**src/logic/fetch_pkg.sv**
```systemverilog
// Shared widths, depths and payload types of the instruction fetch frontend.
// Every frontend module and the testbench refer to these by scoped name.

package fetch_pkg;

   // Address and instruction geometry
   localparam int AW         = 32;
   localparam int INSN_W     = 32;
   localparam int P_INSN_LEN = 2;
   localparam int PC_W       = AW - P_INSN_LEN;

   // Two-slot fetch window, two decode outputs
   localparam int P_FETCH_W = 1;
   localparam int FW        = 1 << P_FETCH_W;
   localparam int IW        = 2;
   localparam int CNT_W     = $clog2(IW + 1);

   // Prefetch queue
   localparam int IQ_DEPTH = 8;
   localparam int IQ_PTR_W = $clog2(IQ_DEPTH);

   // Word address of the first fetch
   localparam logic [PC_W-1:0] PC_RST = PC_W'('h100);

   // Conditional branch: opcode in bits 31..26, signed word offset below it
   localparam int BR_OFS_W = 26;
   localparam logic [INSN_W-BR_OFS_W-1:0] BCC_OPCODE = 6'h05;

   // One fetched instruction with its word PC
   typedef struct packed
   {
      logic [INSN_W-1:0] insn;
      logic [PC_W-1:0]   pc;
   } fetch_entry_t;

   // Static prediction result of one fetch slot
   typedef struct packed
   {
      logic            taken;
      logic [PC_W-1:0] tgt;
   } slot_pred_t;

endpackage

```
**src/logic/fetch_pc_gen.sv**
```systemverilog
// Next-PC generation and the stage-1 window registers of the fetch frontend.
// Produces the aligned memory address and the final per-slot push mask.
`timescale 1ns/1ps

module fetch_pc_gen
(
   input  logic                                          clk,
   input  logic                                          rst_n,
   input  logic                                          flush,
   input  logic [fetch_pkg::PC_W-1:0]                    flush_tgt,
   input  logic                                          ready,
   input  fetch_pkg::slot_pred_t [fetch_pkg::FW-1:0]     pred,
   output logic [fetch_pkg::AW-1:0]                      imem_addr,
   output logic [fetch_pkg::PC_W-1:0]                    s1_base_pc,
   output logic [fetch_pkg::FW-1:0]                      s1_valid_pre,
   output logic [fetch_pkg::FW-1:0]                      push_mask
);
   logic [fetch_pkg::PC_W-1:0]      pc;
   logic [fetch_pkg::PC_W-1:0]      pc_nxt;
   logic [fetch_pkg::FW-1:0]        s0_aligned;
   logic [fetch_pkg::FW-1:0]        s1_aligned;
   logic                            s1_valid;
   logic                            pred_taken;
   logic [fetch_pkg::PC_W-1:0]      pred_tgt;
   logic [fetch_pkg::P_FETCH_W:0]   push_cnt;

   assign s1_valid_pre = s1_aligned & {fetch_pkg::FW{s1_valid}};

   // Keep slots up to and including the first taken branch
   always_comb
   begin
      pred_taken = 1'b0;
      pred_tgt   = '0;
      push_mask  = '0;
      push_cnt   = '0;
      for (int i = 0; i < fetch_pkg::FW; i++)
      begin
         if (s1_valid_pre[i] && !pred_taken)
         begin
            push_mask[i] = 1'b1;
            push_cnt     = push_cnt + (fetch_pkg::P_FETCH_W+1)'(1);
            if (pred[i].taken)
            begin
               pred_taken = 1'b1;
               pred_tgt   = pred[i].tgt;
            end
         end
      end
   end

   // Next PC, highest priority first
   always_comb
   begin
      if (flush)
         pc_nxt = flush_tgt;
      else if (!ready)
         pc_nxt = pc;
      else if (pred_taken)
         pc_nxt = pred_tgt;
      else
         pc_nxt = pc + fetch_pkg::PC_W'(push_cnt);
   end

   // Slots below the entry offset are not part of the stream
   always_comb
   begin
      for (int i = 0; i < fetch_pkg::FW; i++)
         s0_aligned[i] = pc_nxt[fetch_pkg::P_FETCH_W-1:0] <= fetch_pkg::P_FETCH_W'(i);
   end

   assign imem_addr = {pc_nxt[fetch_pkg::PC_W-1:fetch_pkg::P_FETCH_W],
                       {(fetch_pkg::P_FETCH_W + fetch_pkg::P_INSN_LEN){1'b0}}};

   always_ff @(posedge clk or negedge rst_n)
   begin
      if (!rst_n)
      begin
         pc         <= fetch_pkg::PC_RST;
         s1_valid   <= 1'b0;
         s1_aligned <= '0;
      end
      else
      begin
         pc <= pc_nxt;
         if (ready || flush)
         begin
            s1_valid   <= !flush;
            s1_aligned <= s0_aligned;
         end
      end
   end

   always_ff @(posedge clk)
   begin
      if (ready || flush)
         s1_base_pc <= {pc_nxt[fetch_pkg::PC_W-1:fetch_pkg::P_FETCH_W],
                        {fetch_pkg::P_FETCH_W{1'b0}}};
   end

endmodule

```
**src/logic/branch_predecode.sv**
```systemverilog
// Per-slot predecode lane: restores the slot PC and applies the static rule
// that a backward conditional branch is taken. One instance per fetch slot.
`timescale 1ns/1ps

module branch_predecode
#(
   parameter int LANE = 0
)
(
   input  logic [fetch_pkg::PC_W-1:0]     s1_base_pc,
   input  logic [fetch_pkg::INSN_W-1:0]   insn,
   output fetch_pkg::fetch_entry_t        entry,
   output fetch_pkg::slot_pred_t          pred
);
   logic [fetch_pkg::PC_W-1:0]                         slot_pc;
   logic [fetch_pkg::INSN_W-fetch_pkg::BR_OFS_W-1:0]   opcode;
   logic [fetch_pkg::BR_OFS_W-1:0]                     ofs;
   logic                                               is_bcc;
   logic [fetch_pkg::PC_W-1:0]                         ofs_ext;

   // Window base has its low bits clear, so this is the slot's own PC
   assign slot_pc = s1_base_pc + fetch_pkg::PC_W'(LANE);

   assign opcode = insn[fetch_pkg::INSN_W-1:fetch_pkg::BR_OFS_W];
   assign ofs    = insn[fetch_pkg::BR_OFS_W-1:0];
   assign is_bcc = (opcode == fetch_pkg::BCC_OPCODE);

   // Sign-extend the word offset
   assign ofs_ext = {{(fetch_pkg::PC_W - fetch_pkg::BR_OFS_W){ofs[fetch_pkg::BR_OFS_W-1]}}, ofs};

   assign entry.insn = insn;
   assign entry.pc   = slot_pc;

   // Backward means a loop, so predict taken
   assign pred.taken = is_bcc & ofs[fetch_pkg::BR_OFS_W-1];
   assign pred.tgt   = slot_pc + ofs_ext;

endmodule

```
**src/logic/fetch_queue.sv**
```systemverilog
// Prefetch queue between fetch and decode. Packs the pushed slots of one
// window at consecutive positions and shows up to IW entries to decode.
`timescale 1ns/1ps

module fetch_queue
(
   input  logic                                          clk,
   input  logic                                          rst_n,
   input  logic                                          flush,
   input  logic                                          push_en,
   input  logic [fetch_pkg::FW-1:0]                      push_mask,
   input  fetch_pkg::fetch_entry_t [fetch_pkg::FW-1:0]   push_entry,
   input  logic [fetch_pkg::CNT_W-1:0]                   id_pop_cnt,
   output logic                                          ready,
   output logic [fetch_pkg::IW-1:0]                      id_valid,
   output fetch_pkg::fetch_entry_t [fetch_pkg::IW-1:0]   id_entry
);
   fetch_pkg::fetch_entry_t            mem [fetch_pkg::IQ_DEPTH];
   logic [fetch_pkg::IQ_PTR_W-1:0]     rptr;
   logic [fetch_pkg::IQ_PTR_W-1:0]     wptr;
   logic [fetch_pkg::IQ_PTR_W:0]       count;
   logic [fetch_pkg::IQ_PTR_W-1:0]     waddr [fetch_pkg::FW];
   logic [fetch_pkg::IQ_PTR_W:0]       push_cnt;
   logic [fetch_pkg::IQ_PTR_W:0]       push_num;

   // Compact the set slots onto consecutive write addresses
   always_comb
   begin
      push_cnt = '0;
      for (int i = 0; i < fetch_pkg::FW; i++)
      begin
         waddr[i] = wptr + push_cnt[fetch_pkg::IQ_PTR_W-1:0];
         if (push_mask[i])
            push_cnt = push_cnt + (fetch_pkg::IQ_PTR_W+1)'(1);
      end
   end

   assign push_num = push_en ? push_cnt : '0;

   always_ff @(posedge clk or negedge rst_n)
   begin
      if (!rst_n)
      begin
         rptr  <= '0;
         wptr  <= '0;
         count <= '0;
      end
      else if (flush)
      begin
         rptr  <= '0;
         wptr  <= '0;
         count <= '0;
      end
      else
      begin
         wptr  <= wptr + push_num[fetch_pkg::IQ_PTR_W-1:0];
         rptr  <= rptr + fetch_pkg::IQ_PTR_W'(id_pop_cnt);
         count <= count + push_num - (fetch_pkg::IQ_PTR_W+1)'(id_pop_cnt);
      end
   end

   always_ff @(posedge clk)
   begin
      if (push_en)
      begin
         for (int i = 0; i < fetch_pkg::FW; i++)
         begin
            if (push_mask[i])
               mem[waddr[i]] <= push_entry[i];
         end
      end
   end

   // Room for a whole window
   assign ready = (count <= (fetch_pkg::IQ_PTR_W+1)'(fetch_pkg::IQ_DEPTH - fetch_pkg::FW));

   // Head entries, valid bits contiguous from bit 0
   always_comb
   begin
      for (int k = 0; k < fetch_pkg::IW; k++)
      begin
         id_valid[k] = (count > (fetch_pkg::IQ_PTR_W+1)'(k));
         id_entry[k] = mem[rptr + fetch_pkg::IQ_PTR_W'(k)];
      end
   end

endmodule

```
**src/logic/fetch_frontend.sv**
```systemverilog
// Top level of the fetch frontend: PC generator, one predecode lane per slot
// and the prefetch queue feeding decode. Talks to a one-cycle instruction memory.
`timescale 1ns/1ps

module fetch_frontend
(
   input  logic                                                  clk,
   input  logic                                                  rst_n,
   input  logic                                                  flush,
   input  logic [fetch_pkg::PC_W-1:0]                            flush_tgt,
   output logic                                                  imem_en,
   output logic [fetch_pkg::AW-1:0]                              imem_addr,
   input  logic [fetch_pkg::FW-1:0][fetch_pkg::INSN_W-1:0]       imem_rdata,
   output logic [fetch_pkg::IW-1:0]                              id_valid,
   output fetch_pkg::fetch_entry_t [fetch_pkg::IW-1:0]           id_entry,
   input  logic [fetch_pkg::CNT_W-1:0]                           id_pop_cnt
);
   logic                                          ready;
   logic [fetch_pkg::PC_W-1:0]                    s1_base_pc;
   logic [fetch_pkg::FW-1:0]                      push_mask;
   fetch_pkg::fetch_entry_t [fetch_pkg::FW-1:0]   lane_entry;
   fetch_pkg::slot_pred_t [fetch_pkg::FW-1:0]     lane_pred;

   // Memory and pipeline advance together
   assign imem_en = ready;

   fetch_pc_gen u_pc_gen
   (
      .clk           (clk),
      .rst_n         (rst_n),
      .flush         (flush),
      .flush_tgt     (flush_tgt),
      .ready         (ready),
      .pred          (lane_pred),
      .imem_addr     (imem_addr),
      .s1_base_pc    (s1_base_pc),
      // Stage-1 mask reaches the queue through push_mask
      .s1_valid_pre  (),
      .push_mask     (push_mask)
   );

   for (genvar g = 0; g < fetch_pkg::FW; g++)
   begin : g_lane
      branch_predecode #(.LANE(g)) u_predecode
      (
         .s1_base_pc (s1_base_pc),
         .insn       (imem_rdata[g]),
         .entry      (lane_entry[g]),
         .pred       (lane_pred[g])
      );
   end

   fetch_queue u_queue
   (
      .clk           (clk),
      .rst_n         (rst_n),
      .flush         (flush),
      .push_en       (ready),
      .push_mask     (push_mask),
      .push_entry    (lane_entry),
      .id_pop_cnt    (id_pop_cnt),
      .ready         (ready),
      .id_valid      (id_valid),
      .id_entry      (id_entry)
   );

endmodule

```
**config.mk**
```make
export PLATFORM = sky130hd
export DESIGN_NAME = fetch_frontend
export DESIGN_NICKNAME = d
export VERILOG_FILES = /design/src/logic/fetch_pkg.sv /design/src/logic/fetch_pc_gen.sv /design/src/logic/branch_predecode.sv /design/src/logic/fetch_queue.sv /design/src/logic/fetch_frontend.sv
export SDC_FILE = /design/constraint.sdc
export NUM_CORES = 1
export LEC_CHECK = 0
export BUFFER_PORTS_ARGS = -buffer_cell sky130_fd_sc_hd__buf_4
export CAP_MARGIN = 20
export CORE_UTILIZATION = 45
export DETAILED_ROUTE_END_ITERATION = 12
export SYNTH_ARGS = -nofsm -noshare
export SYNTH_HDL_FRONTEND = slang
export SYNTH_SLANG_ARGS = --single-unit
```
**constraint.sdc**
```tcl
create_clock -name clk -period 5.5 [get_ports clk]
set_input_delay 0.275 -clock clk [delete_from_list [all_inputs] [get_ports clk]]
set_output_delay 0.275 -clock clk [all_outputs]
set_load 0.005 [all_outputs]
```
# Word level (Yosys, flattened, before mapping)
# Memories as Yosys holds them, arrays and structs flattened.
# Cells that the tools add are included.
dict set report classes {
  n_addsub 12
  order_cmp 5
  eq_ne 2
  muxes 27
  bitwise_logic 3
  reduce_logical 4
}
# op count
set ops {}
lappend ops {{$mux 30} 7}
lappend ops {{$add 30x30->30} 2}
lappend ops {{$add 30x1->30 const B} 1}
lappend ops {{$add 30x2->30} 1}
lappend ops {{$mux 1} 14}
lappend ops {{$eq 6x3->1 const B} 2}
lappend ops {{$mux 4} 3}
lappend ops {{$gt 4x1->1 const B} 2}
lappend ops {{$mux 3} 2}
lappend ops {{$add 1x1->2 const B} 2}
lappend ops {{$add 4x4->4} 1}
lappend ops {{$le 4x3->1 const B} 1}
lappend ops {{$sub 4x2->4} 1}
lappend ops {{$add 3x1->3} 1}
lappend ops {{$add 3x1->3 const B} 1}
lappend ops {{$add 3x2->3} 1}
lappend ops {{$add 3x3->3} 1}
lappend ops {{$and 1x1->1} 2}
lappend ops {{$and 2x2->2} 1}
lappend ops {{$le 1x1->1 const B} 2}
lappend ops {{$logic_not 1->1} 2}
lappend ops {{$mux 2} 1}
lappend ops {{$logic_and 1x1->1} 1}
lappend ops {{$logic_or 1x1->1} 1}
dict set report word_totals {
  regBits 72
  ramBits 496
  input_bits 99
  out_inout_bits 159
  wordCells 61
  memories 1
}
# memory depth word_bits read_ports rd_clocked_by_memory_dff write_ports line_no
set memory_table {}
lappend memory_table {u_queue.mem 8 62 2 0 2 fetch_queue.sv:18} ;# fetch_pkg::fetch_entry_t mem [fetch_pkg::IQ_DEPTH];

# Logic depth before layout (Yosys ltp)
# Gate-level depths: netlist of the first run.
dict set report logic_depth {
  word_depth 12
  ltp_mapped 19
  mapped_depth_nobuf 16
}

# Cells and area by module
# A second synthesis of the first run with hierarchy kept.
dict set report unflattened {
  cells_unflattened 2559
  hier_area_um2 37538.5
}
# mod instances cells_each area_per_inst_um2 seq_area_each_um2
set by_module_without_submodules {}
lappend by_module_without_submodules {fetch_queue 1 1576 29054.1 15144.5}
lappend by_module_without_submodules {fetch_pc_gen 1 363 3824.9 1697.9}
lappend by_module_without_submodules {{branch_predecode at g_lane[1].u_predecode} 1 321 2424.8 0.0}
lappend by_module_without_submodules {{branch_predecode at g_lane[0].u_predecode} 1 299 2234.6 0.0}

# Worst setup path after synthesis of the first run
# OpenSTA, ideal clock, no wires.
dict set report synth_path {
  path_kind {in2out}
  startpoint {input imem_rdata[30] (netlist bit)}
  endpoint {output imem_addr[30] (netlist bit)}
  arrival_ps 3747
  required_ps 5225
  path_slack_ps 1478
  path_stages 19
  n_path_buf 3
  cell_sequence {buf_4 -> nand2b_1 -> nor4_1 -> and4b_1 -> buf_2 -> nor2_1 -> ha_1 -> ha_1 -> fa_1 -> inv_1 -> nor4_1 -> nand4_1 -> nor2_1 -> nand4_1 -> xor2_1 -> o221ai_1 -> a21oi_1 -> a21oi_1 -> buf_4}
}
dict set report synth_between {
  elab_chain_cells 11
  word_cells_on_any_way 17
  cone_classes {add/sub: 1; eq/ne: 1; mux: 12; bitwise: 1; reduce/logical: 2}
}
# item line_no
set synth_lines {}
lappend synth_lines {{start, declared} fetch_frontend.sv:13} ;# input logic [fetch_pkg::FW-1:0][fetch_pkg::INSN_W-1:0] imem_rdata,
lappend synth_lines {{$eq 6x3->1 *} branch_predecode.sv:26} ;# assign is_bcc = (opcode == fetch_pkg::BCC_OPCODE);
lappend synth_lines {{$and 1x1->1 *} branch_predecode.sv:35} ;# assign pred.taken = is_bcc & ofs[fetch_pkg::BR_OFS_W-1];
lappend synth_lines {{$mux 1} fetch_pc_gen.sv:42} ;# if (pred[i].taken)
lappend synth_lines {{$mux 1} fetch_pc_gen.sv:38} ;# if (s1_valid_pre[i] && !pred_taken)
lappend synth_lines {{$logic_not 1->1} fetch_pc_gen.sv:38}
lappend synth_lines {{$logic_and 1x1->1} fetch_pc_gen.sv:38}
lappend synth_lines {{$mux 2} fetch_pc_gen.sv:38}
lappend synth_lines {{$add 30x2->30} fetch_pc_gen.sv:61} ;# pc_nxt = pc + fetch_pkg::PC_W'(push_cnt);
lappend synth_lines {{$mux 30 *} fetch_pc_gen.sv:58} ;# else if (pred_taken)
lappend synth_lines {{$mux 30 *} fetch_pc_gen.sv:56} ;# else if (!ready)
lappend synth_lines {{$mux 30 *} fetch_pc_gen.sv:54} ;# if (flush)
lappend synth_lines {{end, declared} fetch_frontend.sv:12} ;# output logic [fetch_pkg::AW-1:0] imem_addr,
# Mark *: on every way between the ends. The rest lies on a longest branch, timed or not.

# Worst setup path in the final report of the first run
dict set report layout_path {
  startpoint {register u_pc_gen.s1_valid}
  endpoint {output imem_addr[22] (netlist bit)}
}
dict set report layout_between {
  elab_chain_cells 9
  word_cells_on_any_way 16
  cone_classes {add/sub: 2; mux: 11; bitwise: 1; reduce/logical: 2}
}
# item line_no
set layout_lines {}
lappend layout_lines {{start, declared} fetch_pc_gen.sv:22} ;# logic s1_valid;
lappend layout_lines {{start signal, assigned} fetch_pc_gen.sv:87} ;# s1_valid <= !flush;
lappend layout_lines {{$and 2x2->2 *} fetch_pc_gen.sv:27} ;# assign s1_valid_pre = s1_aligned & {fetch_pkg::FW{s1_valid}};
lappend layout_lines {{$mux 1} fetch_pc_gen.sv:38}
lappend layout_lines {{$logic_not 1->1} fetch_pc_gen.sv:38}
lappend layout_lines {{$logic_and 1x1->1} fetch_pc_gen.sv:38}
lappend layout_lines {{$mux 2} fetch_pc_gen.sv:38}
lappend layout_lines {{$add 30x2->30} fetch_pc_gen.sv:61}
lappend layout_lines {{$mux 30 *} fetch_pc_gen.sv:58}
lappend layout_lines {{$mux 30 *} fetch_pc_gen.sv:56}
lappend layout_lines {{$mux 30 *} fetch_pc_gen.sv:54}
# Marks and branches as above.

==> implementation parameters, run 1 <==
Parameter                              Value

Critical path
  Arrival time of the worst setup path ... 4.65 ns
  Cell repeated most along the worst path ... sky130_fd_sc_hd__nor2_1
  WP data required ... 5.22 ns
  Critical Path Max Stage Delay ... 0.39 ns
  Critical-path top delay cell ... sky130_fd_sc_hd__a221oi_1
  Kind of capture point of the worst setup path ... primary output
  Worst Reg2Reg Path Length in Cells ... 17
  Highest net fanout along the worst path ... 7
  Top cell family by delay on the critical path ... simple AND/OR/NAND/NOR gates
  Sequence of cells on the critical path ... nand2_1 -> nor4_1 -> and4b_1 -> nor2_1 -> ha_1 -> ha_1 -> fa_1 -> inv_1 -> nor4_1 -> buf_4 -> nand2_1 -> nor2_1 -> nand3_1 -> xor2_1 -> o21ai_0 -> a221oi_1 -> nor2_1 -> buf_4
  Category of the worst setup path launch point ... flop
  Worst path depth ... 18
  Start-to-end type of the worst setup path ... flop to primary output
  Buffering stage count on the worst path with inverters included ... 3

Die
  Standard-cell rows ... 102
  Starting density of the core ... 45.38%
  Area of the placeable core ... between 70,000 and 80,000 sq um
  Number of ports placed on the die boundary ... 258
  Floorplan die height ... 281.3 um
  Die boundary width ... 281.3 um
  Area enclosed by the die boundary ... 79,110 sq um

Power and ir drop
  P_leak ... roughly 13 nW
  Highest ir drop seen on vdd ... around 0.36 mV
  Proportion of power drawn by flip-flops and latches ... 37.1%
  Power Internal ... between 10 and 15 mW
  Power per standard cell area ... 441.7 nW/um^2
  Sw power ... approximately 6.2 mW
  Sw Ratio ... between 30% and 40%
  Comb power frac ... a little under two fifths
  Clock network fraction of total power ... 24.5%

Clock network
  Count of buffers added by post-CTS timing repair for setup ... 0
  Hold Buf Count CTS ... 7
  Clk Tree Root Cell ... sky130_fd_sc_hd__clkbuf_16
  Clock slew at the register clock pins of the worst setup and hold paths ... 0.05 ns
  Clock tree buffer depth ... 3
  CTS tree ... built
  Number of H-tree branching levels ... 3
  CTS sink count ... around 570
  CTS Buf Count ... 66
  Resized cells post-CTS ... 0
  Clk_lat worst skew ... 0.62 ns

Logic synthesis
  Sequential-to-total area share from yosys stat ... 47.76%
  Number of enable-type register cells in the synthesized netlist ... 517
  Multiplexer share of the synthesized area ... 20.10%
  Yosys synthesis warning count ... 0
  Compound-gate portion of the synthesized area ... 8.934%
  Fraction of synthesis flops using an asynchronous set or reset pin ... 7.570%
  Count of distinct cell types in the synthesized netlist ... 74
  Largest family of logic cells by synthesized area ... multiplexers
  Mean instance size in the synthesized netlist ... 11.54 sq um
  Post-synthesis register bit count ... 568
  Number of instances in the synthesized netlist ... between 3,000 and 4,000
  Synth Area in Adders ... 2.931%
  Most frequently used flop master after synthesis ... sky130_fd_sc_hd__edfxtp_1
  Post-synthesis xor/xnor area fraction ... 1.597%
  Area of the mapped netlist ... 35,090 sq um
  Simple-gate portion of the synthesized area ... 14.06%

Route
  Total wirelength of the detailed-routed design ... 115.5 mm
  DR vias ... 26,010
  Post-detailed-route via-to-cell ratio ... 6.176
  Count of antenna-violating nets left after detailed routing ... 0
  Met2 Wirelength ... 54.15 mm
  Highest metal layer with signal wires ... met5
  Drt first-iter violations ... roughly 2,700
  DRT met1 WL ... 46.11 mm
  Average wire per cell in the routed design ... approximately 27 um
  Number of optimization iterations in the first detailed-route pass ... 5
  Remaining design rule violation count ... 0
  Detail Route met3 WL ... 10.79 mm

STA
  Fmax achieved ... 0.2030 GHz
  Final Skew ... around 0.030 ns
  Hold Violations, Final ... 0
  Least-Margin Pin Slew ... 1.068 ns
  Max-slew headroom at the worst pin ... 28.54%
  Unrepaired setup endpoints after global routing ... false
  Post-layout minimum cycle time ... 4.927 ns
  Hold Slack ... 0.01825 ns
  Total setup violations reported at the end of the flow ... 0
  Portion of the clock cycle consumed by the worst path in the final layout ... 89.57%
  Total negative setup slack ... 0 ns
  Max Slew Vio Count ... 0

Run status
  Run status ... completed

GRT
  Total global-route track usage ... 29.14%
  Vias in the first global route ... 25,310
  Wire length of the first global-routing pass ... 167.4 mm
  Antenna violations before repair ... 7
  Gr ovfl total ... 0
  Largest net degree at the start of global routing ... 91

Hold path
  Number of cells on the worst hold path ... 3
  Type of the worst min-delay path ... input pin to flop

Cells and area
  Fraction of layout instances using a drive strength above 1 ... 25.43%
  Final Net Count ... 3,295
  Core Util, Final ... 51.32%
  Growth of design area from synthesis to finish ... 13.11%
  Number of filler cells placed in the layout ... 6,756
  Sequential Area ... 16,770 sq um
  Total area of multi-input combinational cells ... about 17,000 sq um

Flow run
  Max-cap viol count ... 0

Place
  Count of port buffers added during placement ... 254
  DP Wirelength ... 75.56 mm
  Routability congestion estimate ... just under 1
-- worst reg2reg max path, cell delays in order, from the launching register on --
cell,delay [ns]
sky130_fd_sc_hd__dfrtp_1,0.36
sky130_fd_sc_hd__nand2_1,0.15
sky130_fd_sc_hd__nor4_1,0.32
sky130_fd_sc_hd__and4b_1,0.27
sky130_fd_sc_hd__nor2_1,0.08
sky130_fd_sc_hd__ha_1,0.30
sky130_fd_sc_hd__ha_1,0.27
sky130_fd_sc_hd__fa_1,0.30
sky130_fd_sc_hd__inv_1,0.08
sky130_fd_sc_hd__nor4_1,0.28
sky130_fd_sc_hd__buf_4,0.20
sky130_fd_sc_hd__nand2_1,0.10
sky130_fd_sc_hd__nor2_1,0.30
sky130_fd_sc_hd__nand3_1,0.14
sky130_fd_sc_hd__xor2_1,0.14
sky130_fd_sc_hd__o21ai_0,0.08
sky130_fd_sc_hd__a221oi_1,0.39
sky130_fd_sc_hd__nor2_1,0.15
-- worst paths after layout --
path / start / endpoint / slack (ns)
setup / recovery: u_pc_gen.s1_valid / imem_addr[22] / 0.57
hold / removal: flush_tgt[21] / u_pc_gen.pc[21] / 0.02
setup reg to reg: u_pc_gen.s1_valid / u_pc_gen.s1_base_pc[20] / 1.34
hold reg to reg: u_queue.mem[7][0] / u_queue.mem[7][0] / 0.48
max in group asynchronous: rst_n / u_queue.rptr[1] / 4.80
min in group asynchronous: rst_n / u_queue.count[2] / 0.22
-- logic make-up after synthesis --
kind of cell,after synthesis
and+or+nand+nor,1060
DFF,568
AOI/OAI and AO/OA,544
muxes,379
buffers and inverters,347
adders and majority gates,78
xor gates and xnor gates,64
other,1
-- power by group through the flow --
stage	Clock [mW]	Sequential, mW	Combinational, mW
after global routing	4.51	6.58	7.19
after floorplan	0	6.13	4.30
after detailed placement	0	6.57	6.69
final	4.30	6.50	6.73
after global placement	0	6.49	6.61
after CTS	4.35	6.48	6.73
-- per-layer routing --
layer,up-vias,global-route usage [%]
li1,11350,-
met1,13000,39.99
met2,1434,46.04
met3,220,4.772
met4,6,12.03
met5,-,0
-- synth_stat cells (all sizes together), types with 5 or more instances --
library cell  number  area (sq um)
and2             180          1126
mux2             125          1408
o21ai            321          1607
and3               6         37.54
a21o              25         187.7
nand3             28         140.1
o31ai              8         60.06
a221oi            12         105.1
o21a              12         90.09
nand2            575          2158
edfxtp           517         15520
xnor2             37         324.1
or3                5         31.28
mux2i              6         60.06
mux4             248          5585
nor2             100         375.4
nor4               9         56.30
nand2b            18         112.6
a22oi              5         37.54
fa                 7         140.1
inv               40         150.1
a21oi             76         380.4
o221ai             8         70.07
dfrtp             42          1051
nor2b             72         450.4
dfxtp              8         160.2
clkbuf           150         564.3
o211ai            11         82.58
nor3              27         145.1
a211oi            11         87.58
a31oi             10         62.56
buf              157         903.3
nand4             14         87.58
xor2              27         236.5
o22ai             11         68.82
ha                71         888.4
-- cells in the final DEF (no fill, tap or decap), types with 9 or more instances in the layout --
cell                        Yosys  routed
sky130_fd_sc_hd__nand3_1       28      28
sky130_fd_sc_hd__nand2b_1      18      16
sky130_fd_sc_hd__a21o_1        25      25
sky130_fd_sc_hd__a31oi_1       10      10
sky130_fd_sc_hd__buf_4         59     299
sky130_fd_sc_hd__clkinv_1       0      11
sky130_fd_sc_hd__nand4_1       14      14
sky130_fd_sc_hd__nor2b_1       72      72
sky130_fd_sc_hd__and2_1       180     180
sky130_fd_sc_hd__xnor2_1       37      37
sky130_fd_sc_hd__dfrtp_1       42      39
sky130_fd_sc_hd__inv_1         40      38
sky130_fd_sc_hd__xor2_1        27      26
sky130_fd_sc_hd__o21a_1        12      12
sky130_fd_sc_hd__o22ai_1       11       9
sky130_fd_sc_hd__nand2_1      575     575
sky130_fd_sc_hd__mux2_2       124     124
sky130_fd_sc_hd__mux4_2       248     248
sky130_fd_sc_hd__o21ai_0      318     318
sky130_fd_sc_hd__clkbuf_1     149      19
sky130_fd_sc_hd__edfxtp_1     517     517
sky130_fd_sc_hd__o211ai_1      11      11
sky130_fd_sc_hd__nor2_1       100      92
sky130_fd_sc_hd__ha_1          71      70
sky130_fd_sc_hd__a221oi_1      12      12
sky130_fd_sc_hd__clkbuf_16      0      67
sky130_fd_sc_hd__a211oi_1      10      10
sky130_fd_sc_hd__a21oi_1       76      76
sky130_fd_sc_hd__nor3_1        25      22
-- sequential cells by signal (all words and copies together) (netlist names) --
register             flops
u_queue.mem            496
u_pc_gen.pc             30
u_pc_gen.s1_base_pc     29
u_queue.count            4
u_queue.rptr             3
u_queue.wptr             3
u_pc_gen.s1_aligned      2
u_pc_gen.s1_valid        1
-- cell type report --
cell class / instances / share of cell area (%)
Multi-Input combinational cell: 2128 / 42.55
Sequential cell: 568 / 42.26
Timing Repair Buffer: 314 / 6.235
Clock buffer: 94 / 4.681
Tap cell: 1040 / 3.278
Clock inverter: 25 / 0.6052
Inverter: 40 / 0.3783
Antenna cell: 3 / 0.01891
-- metrics by stage --
step	instance area (sq um)	setup slack (ns)	total power [mW]	instances
2_1_floorplan	35100	1.478	10.43	3043
3_3_place_gp	37520	1.270	13.10	4083
3_5_place_dp	37520	1.223	13.25	4083
4_1_cts	39690	0.5947	17.55	4209
5_1_grt	39690	0.1776	18.27	4212
6_report	39690	0.5734	17.53	4212
Note: power is estimated with default switching activity, not from simulation.
==> run 2: changes to the inputs <==
- BUFFER_PORTS_ARGS: -buffer_cell sky130_fd_sc_hd__buf_4 -> default
- DONT_BUFFER_PORTS: default -> 1
==> run 2 against run 1 <==
  * Global-route usage rose by 0.35 points
  * First-iteration DRC count barely moved
  * Clock power fell by 2%
  * Final cell count fell by 3.1%
  * Sequential share of layout area rose by 0.84 points
  * Combinational power fell by 9.7%
  * Critical path depth fell by 1
  * Hold slack improved by 0.012 ns
  * Final area fell by 1.9%
  * Clock-buffer cell count fell by 25
  * Core utilization fell by 1.0 points
  * Setup slack got worse by 0.29 ns
==> implementation parameters, run 2 (synthesized netlist as in run 1, its figures left out) <==
Parameter                              Value

Run status
  Run status ... completed

Cells and area
  Non-filler cells in the finished layout ... 4,081 (-3.1%)
  Most common cell after layout, fill and taps aside ... sky130_fd_sc_hd__nand2_1
  Finished layout cell area ... 38,920 sq um (-1.9%)
  Final Net Count ... 3,153 (-4.3%)
  Max FFs per register ... 496 (unchanged)
  Fraction of layout instances using a drive strength above 1 ... 18.46% (-7.0 points)
  Growth of design area from synthesis to finish ... 10.91%
  Commonest cells after routing, fill and taps aside ... sky130_fd_sc_hd__nand2_1 (575), sky130_fd_sc_hd__edfxtp_1 (517), sky130_fd_sc_hd__o21ai_0 (318)
  Number of filler cells placed in the layout ... 6,720 (-0.53%)

Critical path
  WP data required ... 5.22 ns (about the same)
  Kind of capture point of the worst setup path ... primary output
  R2R Setup Slk ... 0.93 ns (-0.41 ns)
  Highest net fanout along the worst path ... 5 (-2)
  Arrival time of the worst setup path ... 4.94 ns (+0.29 ns)
  Category of the worst setup path launch point ... flop
  Start-to-end type of the worst setup path ... flop to primary output

STA
  Least-Margin Pin Slew ... 1.168 ns (+0.1000 ns)
  Final Skew ... 0.02917 ns (-0.001127 ns)
  Unrepaired setup endpoints after global routing ... false
  Max-slew headroom at the worst pin ... 22.13% (-6.4 points)
  Hold Violations, Final ... 0 (unchanged)
  Least setup slack across all paths after layout ... 0.2849 ns (-0.2885 ns)
  Fmax achieved ... 0.1918 GHz (-5.5%)
  Post-layout minimum cycle time ... 5.215 ns (+0.2885 ns)
  Portion of the clock cycle consumed by the worst path in the final layout ... 94.82% (+5.2 points)
  Total negative setup slack ... 0 ns (unchanged)
  Total setup violations reported at the end of the flow ... 0 (unchanged)
  Max Slew Vio Count ... 0 (unchanged)

Route
  Count of antenna-violating nets left after detailed routing ... 0 (unchanged)
  Average wire per cell in the routed design ... 28.73 um (+4.8%)
  Detail Route met3 WL ... 13.03 mm (+21%)
  DRT met1 WL ... 45.27 mm (-1.8%)
  DR vias ... 25,870 (-0.55%)
  Drt first-iter violations ... 2,684 (+0.037%)
  Met2 Wirelength ... 53.80 mm (-0.65%)
  Remaining design rule violation count ... 0 (unchanged)
  Total wirelength of the detailed-routed design ... 117.2 mm (+1.5%)
  Post-detailed-route via-to-cell ratio ... 6.340 (+2.6%)
  Number of optimization iterations in the first detailed-route pass ... 6 (+1)
  Highest metal layer with signal wires ... met5

Place
  DP Wirelength ... 73.85 mm (-2.3%)
  Worst slack after detailed placement ... 0.7235 ns (-0.4994 ns)
  Placed cell count ... 3,829 (-6.2%)
  Routability congestion estimate ... 0.9592 (-0.96%)
  Placed instance area ... 35,600 sq um (-5.1%)
  Count of port buffers added during placement ... 0 (-100%)

Clock network
  CTS tree ... built
  CTS sink count ... 568 (unchanged)
  Number of H-tree branching levels ... 2 (-1)
  Clock slew at the register clock pins of the worst setup and hold paths ... 0.06 ns (about the same)
  Count of buffers added by post-CTS timing repair for setup ... 0 (unchanged)
  Resized cells post-CTS ... 0 (unchanged)
  CTS Buf Count ... 60 (-9.1%)
  Clk Tree Root Cell ... sky130_fd_sc_hd__clkbuf_16
  Clk_lat worst skew ... 0.66 ns (+0.04 ns)
  Clock tree buffer depth ... 3 (unchanged)

Power and ir drop
  P_leak ... 12.56 nW (-5.0%)
  Comb power frac ... 36.2% (-2.2 points)
  Clock network fraction of total power ... 25.0% (+0.5 points)
  Sw Ratio ... 36.80% (+1.2 points)
  Sw power ... 6.175 mW (-0.92%)
  Power Internal ... 10.61 mW (-6.1%)
  Highest ir drop seen on vdd ... 0.3241 mV (-11%)
  Proportion of power drawn by flip-flops and latches ... 38.7% (+1.6 points)
  Power per standard cell area ... 431.1 nW/um^2 (-2.4%)

Flow run
  Max-cap viol count ... 0 (unchanged)

Die
  Area of the placeable core ... 77,340 sq um (unchanged)
  Starting density of the core ... 45.38% (unchanged)
  Floorplan die height ... 281.3 um (unchanged)
  Area enclosed by the die boundary ... 79,110 sq um (unchanged)
  Die boundary width ... 281.3 um (unchanged)
  Standard-cell rows ... 102 (unchanged)
  Number of ports placed on the die boundary ... 258 (unchanged)

GRT
  Vias in the first global route ... 24,940 (-1.5%)
  Antenna violations before repair ... 12 (+5)
  Largest net degree at the start of global routing ... 113 (+24%)
  Gr ovfl total ... 0 (unchanged)
  Wire length of the first global-routing pass ... 169.1 mm (+1.0%)
  Total global-route track usage ... 29.49% (+0.35 points)

Hold path
  Type of the worst min-delay path ... input pin to flop
run 2: cell count changes in the layout (fill, tap and decap cells not counted), moves of 2 or more:
| cell | delta |
|---|---|
| sky130_fd_sc_hd__buf_4 | -253 |
| sky130_fd_sc_hd__bufinv_16 | +5 |
| sky130_fd_sc_hd__clkbuf_1 | -10 |
| sky130_fd_sc_hd__clkbuf_16 | -7 |
| sky130_fd_sc_hd__clkbuf_8 | -8 |
| sky130_fd_sc_hd__clkinv_2 | +10 |
| sky130_fd_sc_hd__clkinvlp_4 | +5 |
| sky130_fd_sc_hd__diode_2 | +10 |
| sky130_fd_sc_hd__dlygate4sd3_1 | +115 |
| sky130_fd_sc_hd__inv_6 | -2 |
run 2: final cells by class:
class	count	area [sq um]	area share, %
inverter	40	150.1	0.3857
multi-input combinational	2128	16890	43.39
antenna	13	32.53	0.08357
clock inverter	45	484.2	1.244
timing repair buffer	178	1759	4.519
sequential	568	16770	43.09
tap	1040	1301	3.343
clock buffer	69	1535	3.944
run 2: metrics by stage:
stage	util [%]	hold WS (ns)	power, mW
5_1_grt	50.30	0.01903	17.44
2_1_floorplan	-	-0.02059	10.43
4_1_cts	50.28	0.007613	16.74
6_report	50.33	0.03046	16.78
3_3_place_gp	46.03	-0.01879	12.24
3_5_place_dp	46.03	-0.01896	12.40
run 2: power by group through the flow:
stage / clock [mW] / combinational (mW) / sequential (mW)
final: 4.20 / 6.08 / 6.50
after global routing: 4.41 / 6.46 / 6.57
after CTS: 4.24 / 6.03 / 6.47
after global placement: 0 / 5.76 / 6.48
after floorplan: 0 / 4.30 / 6.13
after detailed placement: 0 / 5.84 / 6.56
run 2: path summary, 6_finish.rpt:
path / start / depth (start not counted) / end
worst max-delay path: u_pc_gen.s1_valid / 17 / imem_addr[30]
worst min-delay path: flush / 1 / u_pc_gen.pc[8]
worst max register to register: u_pc_gen.s1_valid / 17 / u_pc_gen.s1_base_pc[20]
worst min register to register: u_queue.mem[6][0] / 2 / u_queue.mem[6][0]
max in group asynchronous: rst_n / 2 / u_pc_gen.pc[8]
min in group asynchronous: rst_n / 2 / u_queue.count[3]
run 2: layer usage:
metal | track usage [%] | vias up
met4 | 12.18 | 4
met1 | 39.84 | 12890
li1 | - | 11100
met2 | 46.08 | 1593
met5 | 0 | -
met3 | 6.459 | 289
run 2: critical path, cell delays in order (launching register included):
cell                       delay (ns)
sky130_fd_sc_hd__dfrtp_1         0.36
sky130_fd_sc_hd__nand2_1         0.18
sky130_fd_sc_hd__nor4_1          0.34
sky130_fd_sc_hd__and4b_1         0.31
sky130_fd_sc_hd__nor2_1          0.09
sky130_fd_sc_hd__ha_1            0.30
sky130_fd_sc_hd__ha_1            0.25
sky130_fd_sc_hd__fa_1            0.30
sky130_fd_sc_hd__inv_1           0.09
sky130_fd_sc_hd__nor4_1          0.56
sky130_fd_sc_hd__clkbuf_2        0.28
sky130_fd_sc_hd__nand4_1         0.17
sky130_fd_sc_hd__nor2_1          0.25
sky130_fd_sc_hd__nand4_1         0.14
sky130_fd_sc_hd__xor2_1          0.16
sky130_fd_sc_hd__o221ai_1        0.17
sky130_fd_sc_hd__a21oi_1         0.07
sky130_fd_sc_hd__a21oi_1         0.28
run 2: what timing repair did:
| item | CTS | global route |
|---|---|---|
| hold buffers | 124 | 0 |
| endpoints found under the setup margin | 0 | 0 |
| endpoints found under the hold margin | 347 | 0 |
